**src/hw/alu_pkg.sv**
```systemverilog
package alu_pkg;

    // opcode field width
    localparam int OP_BITS = 4;

    // default data path and register file size
    localparam int DEFAULT_WIDTH = 32;
    localparam int DEFAULT_REGS  = 8;

    // arithmetic
    localparam logic [OP_BITS-1:0] OP_ADD = 4'd0;
    localparam logic [OP_BITS-1:0] OP_SUB = 4'd1;

    // bitwise logic
    localparam logic [OP_BITS-1:0] OP_AND = 4'd2;
    localparam logic [OP_BITS-1:0] OP_OR  = 4'd3;
    localparam logic [OP_BITS-1:0] OP_XOR = 4'd4;
    localparam logic [OP_BITS-1:0] OP_NOT = 4'd5;

    // compares, result is 1 or 0
    localparam logic [OP_BITS-1:0] OP_EQ  = 4'd6;
    localparam logic [OP_BITS-1:0] OP_LT  = 4'd7;
    localparam logic [OP_BITS-1:0] OP_GT  = 4'd8;

    // load immediate into rd
    // highest legal code, 10..15 are rejected in decode
    localparam logic [OP_BITS-1:0] OP_LDI = 4'd9;

endpackage
```
**src/hw/alu_unit_top.sv**
```systemverilog
`timescale 1ns/1ns

module alu_unit_top #(
    parameter int WIDTH = alu_pkg::DEFAULT_WIDTH,
    parameter int REGS  = alu_pkg::DEFAULT_REGS
) (
    input  logic                        clk,
    input  logic                        rst,

    input  logic                        in_valid,
    input  logic [alu_pkg::OP_BITS-1:0] in_op,
    input  logic [$clog2(REGS)-1:0]     in_rd,
    input  logic [$clog2(REGS)-1:0]     in_rs1,
    input  logic [$clog2(REGS)-1:0]     in_rs2,
    input  logic [WIDTH-1:0]            in_imm,

    output logic                        done,
    output logic [$clog2(REGS)-1:0]     done_rd,
    output logic [WIDTH-1:0]            done_result,
    output logic                        done_zero,
    output logic                        done_overflow,
    output logic                        illegal
);

    localparam int IDX_W = $clog2(REGS);

    // decode to execute
    logic                        dec_valid;
    logic [alu_pkg::OP_BITS-1:0] dec_op;
    logic [IDX_W-1:0]            dec_rd;
    logic [IDX_W-1:0]            dec_rs1;
    logic [IDX_W-1:0]            dec_rs2;
    logic [WIDTH-1:0]            dec_imm;

    // execute to writeback
    logic                        ex_valid;
    logic [IDX_W-1:0]            ex_rd;
    logic [WIDTH-1:0]            ex_result;
    logic                        ex_overflow;

    // register file reads back into execute
    logic [WIDTH-1:0]            rf_rs1_data;
    logic [WIDTH-1:0]            rf_rs2_data;

    instr_decode #(
        .WIDTH (WIDTH),
        .REGS  (REGS)
    ) u_decode (
        .clk       (clk),
        .rst       (rst),
        .in_valid  (in_valid),
        .in_op     (in_op),
        .in_rd     (in_rd),
        .in_rs1    (in_rs1),
        .in_rs2    (in_rs2),
        .in_imm    (in_imm),
        .dec_valid (dec_valid),
        .dec_op    (dec_op),
        .dec_rd    (dec_rd),
        .dec_rs1   (dec_rs1),
        .dec_rs2   (dec_rs2),
        .dec_imm   (dec_imm),
        .illegal   (illegal)
    );

    alu_execute #(
        .WIDTH (WIDTH),
        .REGS  (REGS)
    ) u_execute (
        .clk         (clk),
        .rst         (rst),
        .dec_valid   (dec_valid),
        .dec_op      (dec_op),
        .dec_rd      (dec_rd),
        .dec_rs1     (dec_rs1),
        .dec_rs2     (dec_rs2),
        .dec_imm     (dec_imm),
        .rf_rs1_data (rf_rs1_data),
        .rf_rs2_data (rf_rs2_data),
        .ex_valid    (ex_valid),
        .ex_rd       (ex_rd),
        .ex_result   (ex_result),
        .ex_overflow (ex_overflow)
    );

    result_writeback #(
        .WIDTH (WIDTH),
        .REGS  (REGS)
    ) u_writeback (
        .clk           (clk),
        .rst           (rst),
        .ex_valid      (ex_valid),
        .ex_rd         (ex_rd),
        .ex_result     (ex_result),
        .ex_overflow   (ex_overflow),
        .dec_rs1       (dec_rs1),
        .dec_rs2       (dec_rs2),
        .rf_rs1_data   (rf_rs1_data),
        .rf_rs2_data   (rf_rs2_data),
        .done          (done),
        .done_rd       (done_rd),
        .done_result   (done_result),
        .done_zero     (done_zero),
        .done_overflow (done_overflow)
    );

endmodule

```
**src/hw/result_writeback.sv**
```systemverilog
`timescale 1ns/1ns

module result_writeback #(
    parameter int WIDTH = alu_pkg::DEFAULT_WIDTH,
    parameter int REGS  = alu_pkg::DEFAULT_REGS
) (
    input  logic                    clk,
    input  logic                    rst,

    input  logic                    ex_valid,
    input  logic [$clog2(REGS)-1:0] ex_rd,
    input  logic [WIDTH-1:0]        ex_result,
    input  logic                    ex_overflow,

    input  logic [$clog2(REGS)-1:0] dec_rs1,
    input  logic [$clog2(REGS)-1:0] dec_rs2,
    output logic [WIDTH-1:0]        rf_rs1_data,
    output logic [WIDTH-1:0]        rf_rs2_data,

    output logic                    done,
    output logic [$clog2(REGS)-1:0] done_rd,
    output logic [WIDTH-1:0]        done_result,
    output logic                    done_zero,
    output logic                    done_overflow
);

    logic [WIDTH-1:0] rf [REGS];

    // read ports for the instruction sitting in execute
    assign rf_rs1_data = rf[dec_rs1];
    assign rf_rs2_data = rf[dec_rs2];

    always_ff @(posedge clk or posedge rst) begin
        if (rst) begin
            for (int i = 0; i < REGS; i++) begin
                rf[i] <= '0;
            end
        end else if (ex_valid) begin
            rf[ex_rd] <= ex_result;
        end
    end

    always_ff @(posedge clk or posedge rst) begin
        if (rst) begin
            done <= 1'b0;
        end else begin
            done <= ex_valid;
        end
    end

    // completion report, held between instructions
    always_ff @(posedge clk or posedge rst) begin
        if (rst) begin
            done_rd       <= '0;
            done_result   <= '0;
            done_zero     <= 1'b0;
            done_overflow <= 1'b0;
        end else if (ex_valid) begin
            done_rd       <= ex_rd;
            done_result   <= ex_result;
            done_zero     <= (ex_result == '0);
            done_overflow <= ex_overflow;
        end
    end

    a_done_after_ex: assert property (
        @(posedge clk) disable iff (rst)
        done |-> $past(ex_valid)
    ) else $error("done without ex_valid the cycle before");

endmodule

```
**src/hw/alu_execute.sv**
```systemverilog
`timescale 1ns/1ns

module alu_execute #(
    parameter int WIDTH = alu_pkg::DEFAULT_WIDTH,
    parameter int REGS  = alu_pkg::DEFAULT_REGS
) (
    input  logic                       clk,
    input  logic                       rst,

    input  logic                       dec_valid,
    input  logic [alu_pkg::OP_BITS-1:0] dec_op,
    input  logic [$clog2(REGS)-1:0]    dec_rd,
    input  logic [$clog2(REGS)-1:0]    dec_rs1,
    input  logic [$clog2(REGS)-1:0]    dec_rs2,
    input  logic [WIDTH-1:0]           dec_imm,

    input  logic [WIDTH-1:0]           rf_rs1_data,
    input  logic [WIDTH-1:0]           rf_rs2_data,

    output logic                       ex_valid,
    output logic [$clog2(REGS)-1:0]    ex_rd,
    output logic [WIDTH-1:0]           ex_result,
    output logic                       ex_overflow
);

    logic [WIDTH-1:0] opnd_a;
    logic [WIDTH-1:0] opnd_b;
    logic [WIDTH-1:0] sum;
    logic [WIDTH-1:0] diff;
    logic             add_ovf;
    logic             sub_ovf;
    logic [WIDTH-1:0] alu_out;
    logic             alu_ovf;

    // the previous instruction has not reached the register file yet,
    // so take its result straight from the output register
    assign opnd_a = (ex_valid && ex_rd == dec_rs1) ? ex_result : rf_rs1_data;
    assign opnd_b = (ex_valid && ex_rd == dec_rs2) ? ex_result : rf_rs2_data;

    assign sum  = opnd_a + opnd_b;
    assign diff = opnd_a - opnd_b;

    // same-sign operands, result sign flipped
    assign add_ovf = (opnd_a[WIDTH-1] == opnd_b[WIDTH-1]) &&
                     (sum[WIDTH-1] != opnd_a[WIDTH-1]);
    // sub sees -b, so operand signs must differ
    assign sub_ovf = (opnd_a[WIDTH-1] != opnd_b[WIDTH-1]) &&
                     (diff[WIDTH-1] != opnd_a[WIDTH-1]);

    always_comb begin
        alu_out = '0;
        alu_ovf = 1'b0;
        case (dec_op)
            alu_pkg::OP_ADD: begin
                alu_out = sum;
                alu_ovf = add_ovf;
            end
            alu_pkg::OP_SUB: begin
                alu_out = diff;
                alu_ovf = sub_ovf;
            end
            alu_pkg::OP_AND: begin
                alu_out = opnd_a & opnd_b;
            end
            alu_pkg::OP_OR: begin
                alu_out = opnd_a | opnd_b;
            end
            alu_pkg::OP_XOR: begin
                alu_out = opnd_a ^ opnd_b;
            end
            alu_pkg::OP_NOT: begin
                alu_out = ~opnd_a;
            end
            alu_pkg::OP_EQ: begin
                alu_out = {{(WIDTH-1){1'b0}}, opnd_a == opnd_b};
            end
            alu_pkg::OP_LT: begin
                alu_out = {{(WIDTH-1){1'b0}}, $signed(opnd_a) < $signed(opnd_b)};
            end
            alu_pkg::OP_GT: begin
                alu_out = {{(WIDTH-1){1'b0}}, $signed(opnd_a) > $signed(opnd_b)};
            end
            alu_pkg::OP_LDI: begin
                alu_out = dec_imm;
            end
            default: begin
                alu_out = '0;
            end
        endcase
    end

    always_ff @(posedge clk or posedge rst) begin
        if (rst) begin
            ex_valid    <= 1'b0;
            ex_overflow <= 1'b0;
        end else begin
            ex_valid    <= dec_valid;
            ex_overflow <= dec_valid & alu_ovf;
        end
    end

    always_ff @(posedge clk or posedge rst) begin
        if (rst) begin
            ex_rd     <= '0;
            ex_result <= '0;
        end else if (dec_valid) begin
            ex_rd     <= dec_rd;
            ex_result <= alu_out;
        end
    end

    // overflow flag only ever comes from an add or sub one cycle back
    a_ovf_arith_only: assert property (
        @(posedge clk) disable iff (rst)
        ex_overflow |-> $past(dec_valid &&
            (dec_op == alu_pkg::OP_ADD || dec_op == alu_pkg::OP_SUB))
    ) else $error("ex_overflow set by a non-arithmetic op");

endmodule

```
**src/hw/instr_decode.sv**
```systemverilog
`timescale 1ns/1ns

module instr_decode #(
    parameter int WIDTH = alu_pkg::DEFAULT_WIDTH,
    parameter int REGS  = alu_pkg::DEFAULT_REGS
) (
    input  logic                       clk,
    input  logic                       rst,

    input  logic                       in_valid,
    input  logic [alu_pkg::OP_BITS-1:0] in_op,
    input  logic [$clog2(REGS)-1:0]    in_rd,
    input  logic [$clog2(REGS)-1:0]    in_rs1,
    input  logic [$clog2(REGS)-1:0]    in_rs2,
    input  logic [WIDTH-1:0]           in_imm,

    output logic                       dec_valid,
    output logic [alu_pkg::OP_BITS-1:0] dec_op,
    output logic [$clog2(REGS)-1:0]    dec_rd,
    output logic [$clog2(REGS)-1:0]    dec_rs1,
    output logic [$clog2(REGS)-1:0]    dec_rs2,
    output logic [WIDTH-1:0]           dec_imm,

    output logic                       illegal
);

    logic op_legal;

    // codes above ldi have no meaning here
    assign op_legal = (in_op <= alu_pkg::OP_LDI);

    always_ff @(posedge clk or posedge rst) begin
        if (rst) begin
            dec_valid <= 1'b0;
            illegal   <= 1'b0;
        end else begin
            dec_valid <= in_valid & op_legal;
            illegal   <= in_valid & ~op_legal;
        end
    end

    // fields only follow a strobe
    always_ff @(posedge clk or posedge rst) begin
        if (rst) begin
            dec_op  <= '0;
            dec_rd  <= '0;
            dec_rs1 <= '0;
            dec_rs2 <= '0;
            dec_imm <= '0;
        end else if (in_valid) begin
            dec_op  <= in_op;
            dec_rd  <= in_rd;
            dec_rs1 <= in_rs1;
            dec_rs2 <= in_rs2;
            dec_imm <= in_imm;
        end
    end

    // a dropped instruction must never reach execute
    a_illegal_not_issued: assert property (
        @(posedge clk) disable iff (rst)
        illegal |-> !dec_valid
    ) else $error("illegal and dec_valid high together");

endmodule

```
**config.mk**
```make
export PLATFORM = sky130hd
export DESIGN_NAME = alu_unit_top
export DESIGN_NICKNAME = d
export VERILOG_FILES = /design/src/hw/alu_pkg.sv /design/src/hw/alu_unit_top.sv /design/src/hw/result_writeback.sv /design/src/hw/alu_execute.sv /design/src/hw/instr_decode.sv
export SDC_FILE = /design/constraint.sdc
export NUM_CORES = 1
export LEC_CHECK = 0
export ABC_AREA = 1
export BUFFER_PORTS_ARGS = -buffer_cell sky130_fd_sc_hd__buf_2
export CORE_MARGIN = 2
export CORE_UTILIZATION = 30
export DETAILED_ROUTE_END_ITERATION = 16
export PLACE_DENSITY_LB_ADDON = 0.3
export RECOVER_POWER = 100
export SETUP_SLACK_MARGIN = 0.3
export SLEW_MARGIN = 40
export SYNTH_ARGS = -nofsm -noshare
export SYNTH_HDL_FRONTEND = slang
export SYNTH_SLANG_ARGS = --single-unit
```
**constraint.sdc**
```tcl
create_clock -name clk -period 19 [get_ports clk]
set_input_delay 0.95 -clock clk [delete_from_list [all_inputs] [get_ports clk]]
set_output_delay 0.95 -clock clk [all_outputs]
set_load 0.01 [all_outputs]
```
# Word level (Yosys, flattened, before mapping)
# Cells that the tools add are included.
dict set report totals {
  mem_bits_rw 0
  memories 0
  in_bits 48
  wordCells 80
  romBits 0
  register_bits 378
  latchBits 0
  output_inout_bits 39
}
dict set report classes {
  div_mod_pow 0
  magnitude_cmp 7
  n_bitwise 11
  n_eq_ne 16
  mux 13
  n_reduce_logical 7
  n_addsub 2
  shifts 0
  n_mul 0
}
# cell count
set op_table {}
lappend op_table {{$pmux 32 s10} 1}
lappend op_table {{$bwmux 256} 1}
lappend op_table {{$mux 32} 7}
lappend op_table {{$bmux 32 s3} 2}
lappend op_table {{$demux 32 s3} 1}
lappend op_table {{$add 32x32->32} 1}
lappend op_table {{$and 32x32->32} 1}
lappend op_table {{$eq 32x32->1} 1}
lappend op_table {{$gt 32x32->1} 1}
lappend op_table {{$logic_not 32->1} 1}
lappend op_table {{$lt 32x32->1} 1}
lappend op_table {{$not 32->32} 1}
lappend op_table {{$or 32x32->32} 1}
lappend op_table {{$sub 32x32->32} 1}
lappend op_table {{$xor 32x32->32} 1}
lappend op_table {{$eq 4x3->1 const B} 4}
lappend op_table {{$ge 4x4->1 const B} 3}
lappend op_table {{$not 3->4} 3}
lappend op_table {{$eq 4x2->1 const B} 2}
lappend op_table {{$eq 4x4->1 const B} 2}
lappend op_table {{$eq 3x3->1} 2}
lappend op_table {{$logic_and 1x1->1} 5}
lappend op_table {{$eq 4x1->1 const B} 1}
lappend op_table {{$le 4x4->1 const B} 1}
lappend op_table {{7 further kinds} 11}

# Depth between registers and ports, before layout
# Gate-level depths: netlist of run 1.
dict set report depth {
  depth_word 10
  depth_mapped 26
  depth_no_buf 24
}

# By module
# From an unflattened synthesis of run 1, not the netlist that was laid out.
dict set report unflattened {
  hier_cells 3675
  hier_area_um2 25185.4
}
# module area_each_um2 cells_per_inst seq_area_each_um2 instances
set modules_own_cells {}
lappend modules_own_cells {result_writeback 15299.7 2075 7357.1 1}
lappend modules_own_cells {alu_execute 8085.3 1402 925.9 1}
lappend modules_own_cells {instr_decode 1800.5 198 1176.1 1}

# Worst setup path before layout of run 1
# No wires, ideal clock.
dict set report synth_path {
  kind {reg-to-reg}
  startpoint {register u_decode.dec_rs2[2]}
  endpoint {register u_execute.ex_result[0]}
  required_ns 18.883
  arrival_time_ns 3.150
  path_buffers 2
  stages_incl_launch_ff 25
  period_less_slack_ns 3.267
  setup_slack_ns 15.733
  setup_ns 0.117
  cell_sequence {dfrtp_1 buf_2 inv_2 o21ai_0 a221oi_2 o2111ai_2 buf_2 o21ai_1 inv_1 ha_1 fa_1 nor2_1 nand2_1 nand2_1 nand2_1 nand2_1 nand2_1 nand2_1 nand2_1 nand2_1 nand2_1 nand3_1 nand3_1 nand2_1 nand2_1}
}
dict set report synth_via {
  elab_chain_cells 7
  word_cells_on_any_way 16
  classes_between {2 x add/sub; 2 x order compare; 2 x eq/ne; 5 x mux; 4 x bitwise; 1 x reduce/logical}
}
# element line
set synth_rtl {}
lappend synth_rtl {{start: declaration} instr_decode.sv:21} ;# output logic [$clog2(REGS)-1:0] dec_rs2,
lappend synth_rtl {{start signal: assignment} instr_decode.sv:54} ;# dec_rs2 <= in_rs2;
lappend synth_rtl {{$not 3->4 (not written as such)} result_writeback.sv:31} ;# assign rf_rs2_data = rf[dec_rs2];
lappend synth_rtl {{$bmux 32 s3} result_writeback.sv:31}
lappend synth_rtl {{$mux 32 (not written as such) (2 in a row)} result_writeback.sv:31}
lappend synth_rtl {{$mux 32 *} alu_execute.sv:38} ;# assign opnd_b = (ex_valid && ex_rd == dec_rs2) ? ex_result : rf_rs2_data;
lappend synth_rtl {{$sub 32x32->32 (tied with other cells)} alu_execute.sv:41} ;# assign diff = opnd_a - opnd_b;
lappend synth_rtl {{$pmux 32 s10 *} alu_execute.sv:53} ;# case (dec_op)
lappend synth_rtl {{end signal: assignment} alu_execute.sv:108} ;# ex_result <= alu_out;
lappend synth_rtl {{end: declaration} alu_execute.sv:22} ;# output logic [WIDTH-1:0] ex_result,
# Every way passes the cells marked *; elsewhere a longest branch is shown, timed or not. The select of a mux whose other input is x is not followed.
# A chain may end at the register's enable or synchronous reset.

==> flow_metrics.py, run 1 <==
metrics = {
    "run_status": {
        "status": "finished with violations",
        "failed_checks": "capacitance limit, slew limit",
    },
    "timing": {
        "final-max-slew-violation-count": 1111,
        "period_share_pct": 53.9,
        "final-hold-violation-count": 0,
        "tightestPinTransition_ns": 5.21,
        "setup_tns_ns": 0,
        "rsz0062_at_grt": "false",
        "final.setup_skew_ns": 0.0351,
        "period_minus_slack_ns": 10.24,
        "setup_violations": 0,
        "relSlewSlack_pct": -248,
        "fmax_mhz": 97.7,
    },
    "clock_tree": {
        "cts-resized-gates": 0,
        "clockRootBuffer": "clkbuf_16",
        "cts_setup_buffers": 0,
        "clk_pin_slew_ns": 0.06,
        "htree_num_levels": 2,
        "insertion_delay_ns": 0.62,
        "clock_sinks": 378,
        "cts_tree": "built",
        "cts_buffers": 46,
        "hold_buffers": 0,
        "cts.path.max_buffers": 3,
    },
    "yosys": {
        "ys_ff_latch": 378,
        "syn_inst": 3758,
        "syn-cell-area_mm2": 0.0254,
        "synth_fp_nets": 3904,
        "syn_area_per_cell_um2": 6.75,
        "synth_edf_count": 0,
        "ys_async_sr_fraction_pct": 100,
        "synth.distinct_cells": 44,
        "synth_warnings": 0,
        "ys.flop_type": "dfrtp_1",
        "ys_seq_area_share_pct": 37.3,
    },
    "floorplanning": {
        "ioPinCount": 87,
        "die_w_um": 295,
        "die_area_mm2": 0.0869,
        "core_area_mm2": 0.0837,
        "initial_core_util_pct": 30.3,
        "num_rows": 106,
        "die_h_um": 295,
    },
    "routing": {
        "ant_nets": 0,
        "drc_errors": 0,
        "wl_um": 102000,
        "dr_wl_met2_um": 46400,
        "routedLengthMet1_um": 45100,
        "wl_met3_um": 6050,
        "top_layer": "met4",
        "drt_iter0_drc": 2671,
        "vias": 25258,
        "routedWlPerCell_um": 21.0,
        "drtPass1Iterations": 6,
        "via_per_inst": 5.19,
    },
    "grt": {
        "antenna_found_initial": 1,
        "grtUsageTotal_pct": 23.3,
        "grt_max_degree": 99,
        "grt.overflow.total": 0,
        "grt_pass1_vias": 23915,
        "grt_pass1_wl_um": 154000,
    },
    "finish": {
        "area_delta_synth_final_pct": 10.7,
        "stdcell_area_mm2": 0.0281,
        "ff_latch_area_mm2": 0.00946,
        "mostFrequentLayoutCell": "nand2_1",
        "multiInputGateArea_mm2": 0.0131,
        "final_layout_size_suffix_gt1_share_pct": 4.63,
        "layout_common_cells": "1070 x nand2_1, 527 x o21ai_0, 453 x inv_1",
        "fin_nets": 3843,
        "nFillCells": 9230,
    },
    "power": {
        "leakage_nw": 13.3,
        "vdd_drop_max_mv": 0.0689,
        "powerDensity_mw_per_mm2": 144,
    },
    "critical_path": {
        "cp-end-kind": "asynchronous set/reset pin",
        "path_class": "primary input to asynchronous set/reset pin",
        "path_max_fanout": 72,
        "critPathLaunchType": "primary input",
        "arrival_ns": 9.80,
        "required_ns": 18.57,
    },
    "placement": {
        "port_buffers": 86,
        "place_congestion": 0.997,
        "dp_hpwl_um": 72600,
        "post_dp_cell_area_mm2": 0.0267,
    },
    "min_path": {
        "hold_path_class": "register to register",
    },
    "job": {
        "drv_cap": 19,
    },
}
per-layer routing:
metal / GRT usage (%) / vias to the layer above
met4: 9.72 / 0
met5: 0 / -
met3: 2.66 / 173
met1: 31.7 / 11976
li1: - / 12159
met2: 37.5 / 950
where the power goes:
part	internal (mW)	switching, mW	leakage, nW	total (mW)
clock network	0.575	0.383	0.795	0.958
logic	0.523	1.26	7.56	1.78
registers	1.09	0.214	4.98	1.30
per-stage QoR:
stage / total power [mW] / cells / hold slack [ns] / util (%) / worst slack [ns]
after floorplan: 2.46 / 3758 / 0.352 / - / 7.55
after global placement: 3.06 / 4777 / 0.457 / 31.7 / 13.42
after detailed placement: 3.07 / 4782 / 0.459 / 31.9 / 13.46
after CTS: 4.04 / 4866 / 0.475 / 33.8 / 13.47
after global routing: 4.34 / 4868 / 0.503 / 33.6 / 6.98
final: 4.04 / 4868 / 0.471 / 33.6 / 8.76
sequential cells by signal (all words and copies together), names as in the netlist:
signal and count:
u_execute.ex_overflow 1, u_writeback.done_result 32, u_decode.dec_valid 1, u_decode.illegal 1, u_decode.dec_imm 32, u_decode.dec_rs2 3, u_decode.dec_op 4, u_writeback.done_overflow 1
u_writeback.done_zero 1, u_decode.dec_rd 3, u_execute.ex_rd 3, u_writeback.done 1, u_decode.dec_rs1 3, u_execute.ex_valid 1, u_writeback.rf 256, u_writeback.done_rd 3
u_execute.ex_result 32
worst max-delay path, stage by stage:
cell        delay, ns
buf_2            0.10
clkinvlp_2       0.70
clkbuf_1         3.26
clkbuf_1         2.37
clkbuf_1         2.36
cells by family (layout without fill, tap and decap cells):
group / after synthesis / in the layout / share of synthesized area (%)
AND/OR/NAND/NOR: 1547 / 1547 / 24.7
adder cells (fa/ha/maj): 98 / 98 / 4.89
flip-flops: 378 / 378 / 37.3
other: 0 / 1 / 0
AO/OA/AOI/OAI: 1018 / 1018 / 22.0
multiplexers: 1 / 1 / 0.0394
buffers and inverters: 713 / 688 / 11.0
XOR/XNOR: 3 / 3 / 0.104
final cells by class:
| type | count | share of cell area, % |
|---|---|---|
| multi-input cells | 2667 | 46.7 |
| flip-flops and latches | 378 | 33.7 |
| inverters | 475 | 6.37 |
| well taps | 1134 | 5.05 |
| clock buffers | 67 | 4.78 |
| repair buffers | 129 | 2.38 |
| clock inverters | 17 | 1.02 |
| diodes | 1 | 0.00891 |
synth_stat cells (all sizes together), types with 6 or more instances:
cell,number,area share (%)
o211ai,101,3.0
nand3b,6,0.18
o2111ai,9,0.34
a221oi,10,0.37
o221ai,18,0.62
buf,94,1.9
ha,96,4.7
nand2,1072,16
a21oi,275,5.4
nor3,19,0.41
inv,471,7.0
clkbuf,144,2.1
dfrtp,378,37
nand4,27,0.67
nor2,176,2.6
nand3,231,4.6
o21bai,8,0.24
o22ai,25,0.62
nor4,8,0.20
o21ai,561,11
path summary, 6_finish.rpt:
path	from	to	slack [ns]	cells after the start
worst max-delay path	rst	u_decode.dec_rs1[0]$_DFFE_PP0P_	8.76	5
worst min-delay path	u_decode.dec_imm[9]$_DFFE_PP0P_	u_decode.dec_imm[9]$_DFFE_PP0P_	0.47	2
worst max register to register	u_decode.dec_rs2[0]$_DFFE_PP0P_	u_execute.ex_result[13]$_DFFE_PP0P_	8.79	19
worst min register to register	u_decode.dec_imm[9]$_DFFE_PP0P_	u_decode.dec_imm[9]$_DFFE_PP0P_	0.47	2
max in group clk	u_decode.dec_rs2[0]$_DFFE_PP0P_	u_execute.ex_result[13]$_DFFE_PP0P_	8.79	19
min in group asynchronous	rst	u_writeback.done_result[8]$_DFFE_PP0P_	0.58	2
Note: power is estimated with default switching activity, not from simulation.
==> inputs of run 2 (changes only) <==
Settings changed: ABC_AREA 1 to 0.
Clock period 19 ns to 9.9 ns, I/O delays scaled along.
==> run 2 against run 1 <==
The flow still finishes with violations (capacitance limit, slew limit). First-iteration DRC count shrank 55%. Die area shrank 6.5%. Worst setup slack lost 6.4 ns. Global-route usage shrank 5.1 points. Sequential power grew 100%. Final area shrank 5.8%. Hold slack lost 0.34 ns. Non-clock buffer count shrank 3. Critical path type is now register to register. Critical endpoint is now u_execute.ex_result[31]$_DFFE_PP0P_. Largest cell class unchanged.
==> flow_metrics.py, run 2 <==
metrics = {
    "critical_path": {
        "cp-end-kind": "register",
        "critPathMaxStageDelay_ns": 2.08,
        "crit_end": "u_execute.ex_result[31]$_DFFE_PP0P_",
        "critPathSlowestCell": "clkbuf_1",
        "arrival_ns": 8.02,
        "r2r-end": "u_execute.ex_result[31]$_DFFE_PP0P_",
        "path_max_fanout": 46,
        "r2r_cells": 16,
        "required_ns": 10.40,
        "critical_path.startpoint": "u_execute.ex_valid$_DFF_PP0_",
        "rrSetupSlack_ns": 2.38,
        "reg2reg_from": "u_execute.ex_valid$_DFF_PP0_",
        "path_class": "register to register",
        "crit_chain": "clkbuf_1 > nand4_1 > buf_4 > o21ai_0 > inv_1 > ha_1 > o21ba_1 > or4_1 > a311o_1 > a21oi_1 > nor4_1 > nor4_1 > a31oi_1 > o41ai_4 > a31oi_1 > a211oi_2",
        "critPathLaunchType": "register",
    },
    "clock_tree": {
        "cts_buffers": 43,
        "cts-resized-gates": 0,
        "cts.path.max_buffers": 3,
        "htree_num_levels": 2,
        "clockRootBuffer": "clkbuf_16",
        "insertion_delay_ns": 0.59,
        "hold_buffers": 0,
        "clock_sinks": 378,
        "cts_tree": "built",
        "cts_setup_buffers": 0,
        "clk_pin_slew_ns": 0.06,
    },
    "finish": {
        "largest_reg_flops": 256,
        "fin_nets": 2208,
        "diodes": 0,
        "ff_latch_area_mm2": 0.00947,
        "multiInputGateArea_mm2": 0.0131,
        "area_delta_synth_final_pct": 11.7,
        "mostFrequentLayoutCell": "dfrtp_1",
        "largest_register": "u_writeback.rf",
        "final_layout_size_suffix_gt1_share_pct": 30.0,
        "layout_common_cells": "371 x dfrtp_1, 334 x mux2_2, 143 x a21oi_1",
        "nFillCells": 7922,
    },
    "timing": {
        "final-hold-violation-count": 0,
        "worst_hold_slack_ns": 0.134,
        "relSlewSlack_pct": -167,
        "fmax_mhz": 133,
        "tightestPinTransition_ns": 4.00,
        "final.setup_skew_ns": 0.0197,
        "final-max-slew-violation-count": 505,
        "period_minus_slack_ns": 7.52,
        "rsz0062_at_grt": "false",
        "setup_violations": 0,
        "setup_tns_ns": 0,
        "period_share_pct": 75.9,
    },
    "routing": {
        "ant_nets": 0,
        "via_per_inst": 5.53,
        "drt_iter0_drc": 1195,
        "drtPass1Iterations": 6,
        "wl_um": 74800,
        "drc_errors": 0,
        "routedWlPerCell_um": 23.8,
        "vias": 17404,
    },
    "grt": {
        "grt_pass1_wl_um": 115000,
        "grt.overflow.total": 0,
        "grt_max_degree": 97,
        "antenna_found_initial": 0,
        "grtUsageTotal_pct": 18.2,
        "grt_pass1_vias": 18030,
    },
    "placement": {
        "dp_hpwl_um": 50100,
        "place_congestion": 0.886,
        "port_buffers": 86,
    },
    "run_status": {
        "failed_checks": "capacitance limit, slew limit",
        "status": "finished with violations",
    },
    "yosys": {
        "ys_seq_area_share_pct": 39.9,
        "synth.distinct_cells": 77,
        "synth_warnings": 0,
        "syn_area_per_cell_um2": 11.5,
        "yosys.area.top_type": "dfrtp_1",
        "yosys-top-cells-count": "378 x dfrtp_1, 335 x mux2_2, 142 x a21oi_1",
        "ys_ff_latch": 378,
        "ys_top_cells_by_area": "dfrtp_1 40%, mux2_2 16%, mux4_2 12%",
        "yosys.cell_count.top_type": "dfrtp_1",
        "synth_fp_nets": 2213,
        "syn-cell-area_mm2": 0.0237,
        "synth_edf_count": 0,
        "ys.flop_type": "dfrtp_1",
        "synth_top_area_share_pct": 39.9,
        "ys_async_sr_fraction_pct": 100,
        "syn_inst": 2067,
    },
    "floorplanning": {
        "die_area_mm2": 0.0813,
        "die_h_um": 285,
        "initial_core_util_pct": 30.1,
        "core_area_mm2": 0.0786,
        "num_rows": 103,
        "ioPinCount": 87,
        "die_w_um": 285,
    },
    "power": {
        "leakage_nw": 11.8,
        "vdd_drop_max_mv": 0.128,
        "powerDensity_mw_per_mm2": 302,
    },
    "job": {
        "drv_cap": 12,
    },
    "min_path": {
        "hold_path_class": "primary input to register",
    },
}
## run 2: cell count changes in the layout (fill, tap and decap cells not counted), moves of 71 or more
cell      previous run  this run
o211ai_1           101        11
nand3_1            231        19
nand2_1           1070        81
a21oi_1            275       143
mux4_2               0       128
mux2i_1              1        72
o21ai_0            527        95
mux2_2               0       334
inv_1              453       101
## run 2: worst min path at each step
| stage | from | to | slack, ns | cells after the start |
|---|---|---|---|---|
| 6_report | in_op[0] | u_decode.dec_op[0]$_DFFE_PP0P_ | 0.13 | 3 |
| 5_1_grt | in_imm[22] | u_decode.dec_imm[22]$_DFFE_PP0P_ | 0.11 | 2 |
| 4_1_cts | rst | u_writeback.done_result[1]$_DFFE_PP0P_ | 0.03 | 3 |
| 3_5_place_dp | u_decode.dec_rd[0]$_DFFE_PP0P_ | u_execute.ex_rd[0]$_DFFE_PP0P_ | 0.49 | 1 |
| 3_3_place_gp | u_writeback.rf[17]$_DFFE_PP0P_ | u_writeback.rf[17]$_DFFE_PP0P_ | 0.48 | 2 |
| 2_1_floorplan | u_execute.ex_valid$_DFF_PP0_ | u_writeback.done$_DFF_PP0_ | 0.35 | 0 |
## run 2: cell type report
cell class,instances,share of cell area (%)
repair buffers,126,2.69
clock inverters,20,0.884
well taps,1050,4.97
clock buffers,58,4.54
flip-flops and latches,378,35.8
inverters,106,1.51
multi-input cells,1407,49.6
## run 2: metrics by stage
step	worst slack, ns	instance area [um^2]	instances	power, mW	utilization (%)
after floorplan	4.33	23700	2067	5.25	-
after global placement	3.78	25100	3062	6.32	31.9
after detailed placement	3.83	25200	3066	6.39	32.0
after CTS	3.80	26600	3144	8.08	33.9
after global routing	1.72	26500	3145	8.50	33.7
final	2.38	26500	3145	8.00	33.7
## run 2: cell families after synthesis
kind of cell | share of synthesized area (%)
and+or+nand+nor | 6.57
DFF | 39.9
xor gates and xnor gates | 1.07
muxes | 31.1
buffers and inverters | 4.58
adders and majority gates | 5.24
AOI/OAI and AO/OA | 11.5
## run 2: routing by layer
layer	GRT usage (%)	vias up	part of all wire (%)
met5	0	-	0
met4	5.89	0	3.1
met3	2.45	148	5.4
met2	29.8	566	47
met1	25.0	9007	44
li1	-	7683	-
## run 2: power breakdown
group          internal, mW  switching (mW)
sequential             2.03           0.574
clock                 0.940           0.708
combinational          1.62            2.12
## run 2: worst max-delay path: cells and delay by family (launching register included)
family	cells	cell delay (ns)
AO/OA/AOI/OAI	8	2.75
buffers and inverters	3	2.65
AND/OR/NAND/NOR	4	1.23
adder cells (fa/ha/maj)	1	0.40
flip-flops	1	0.36
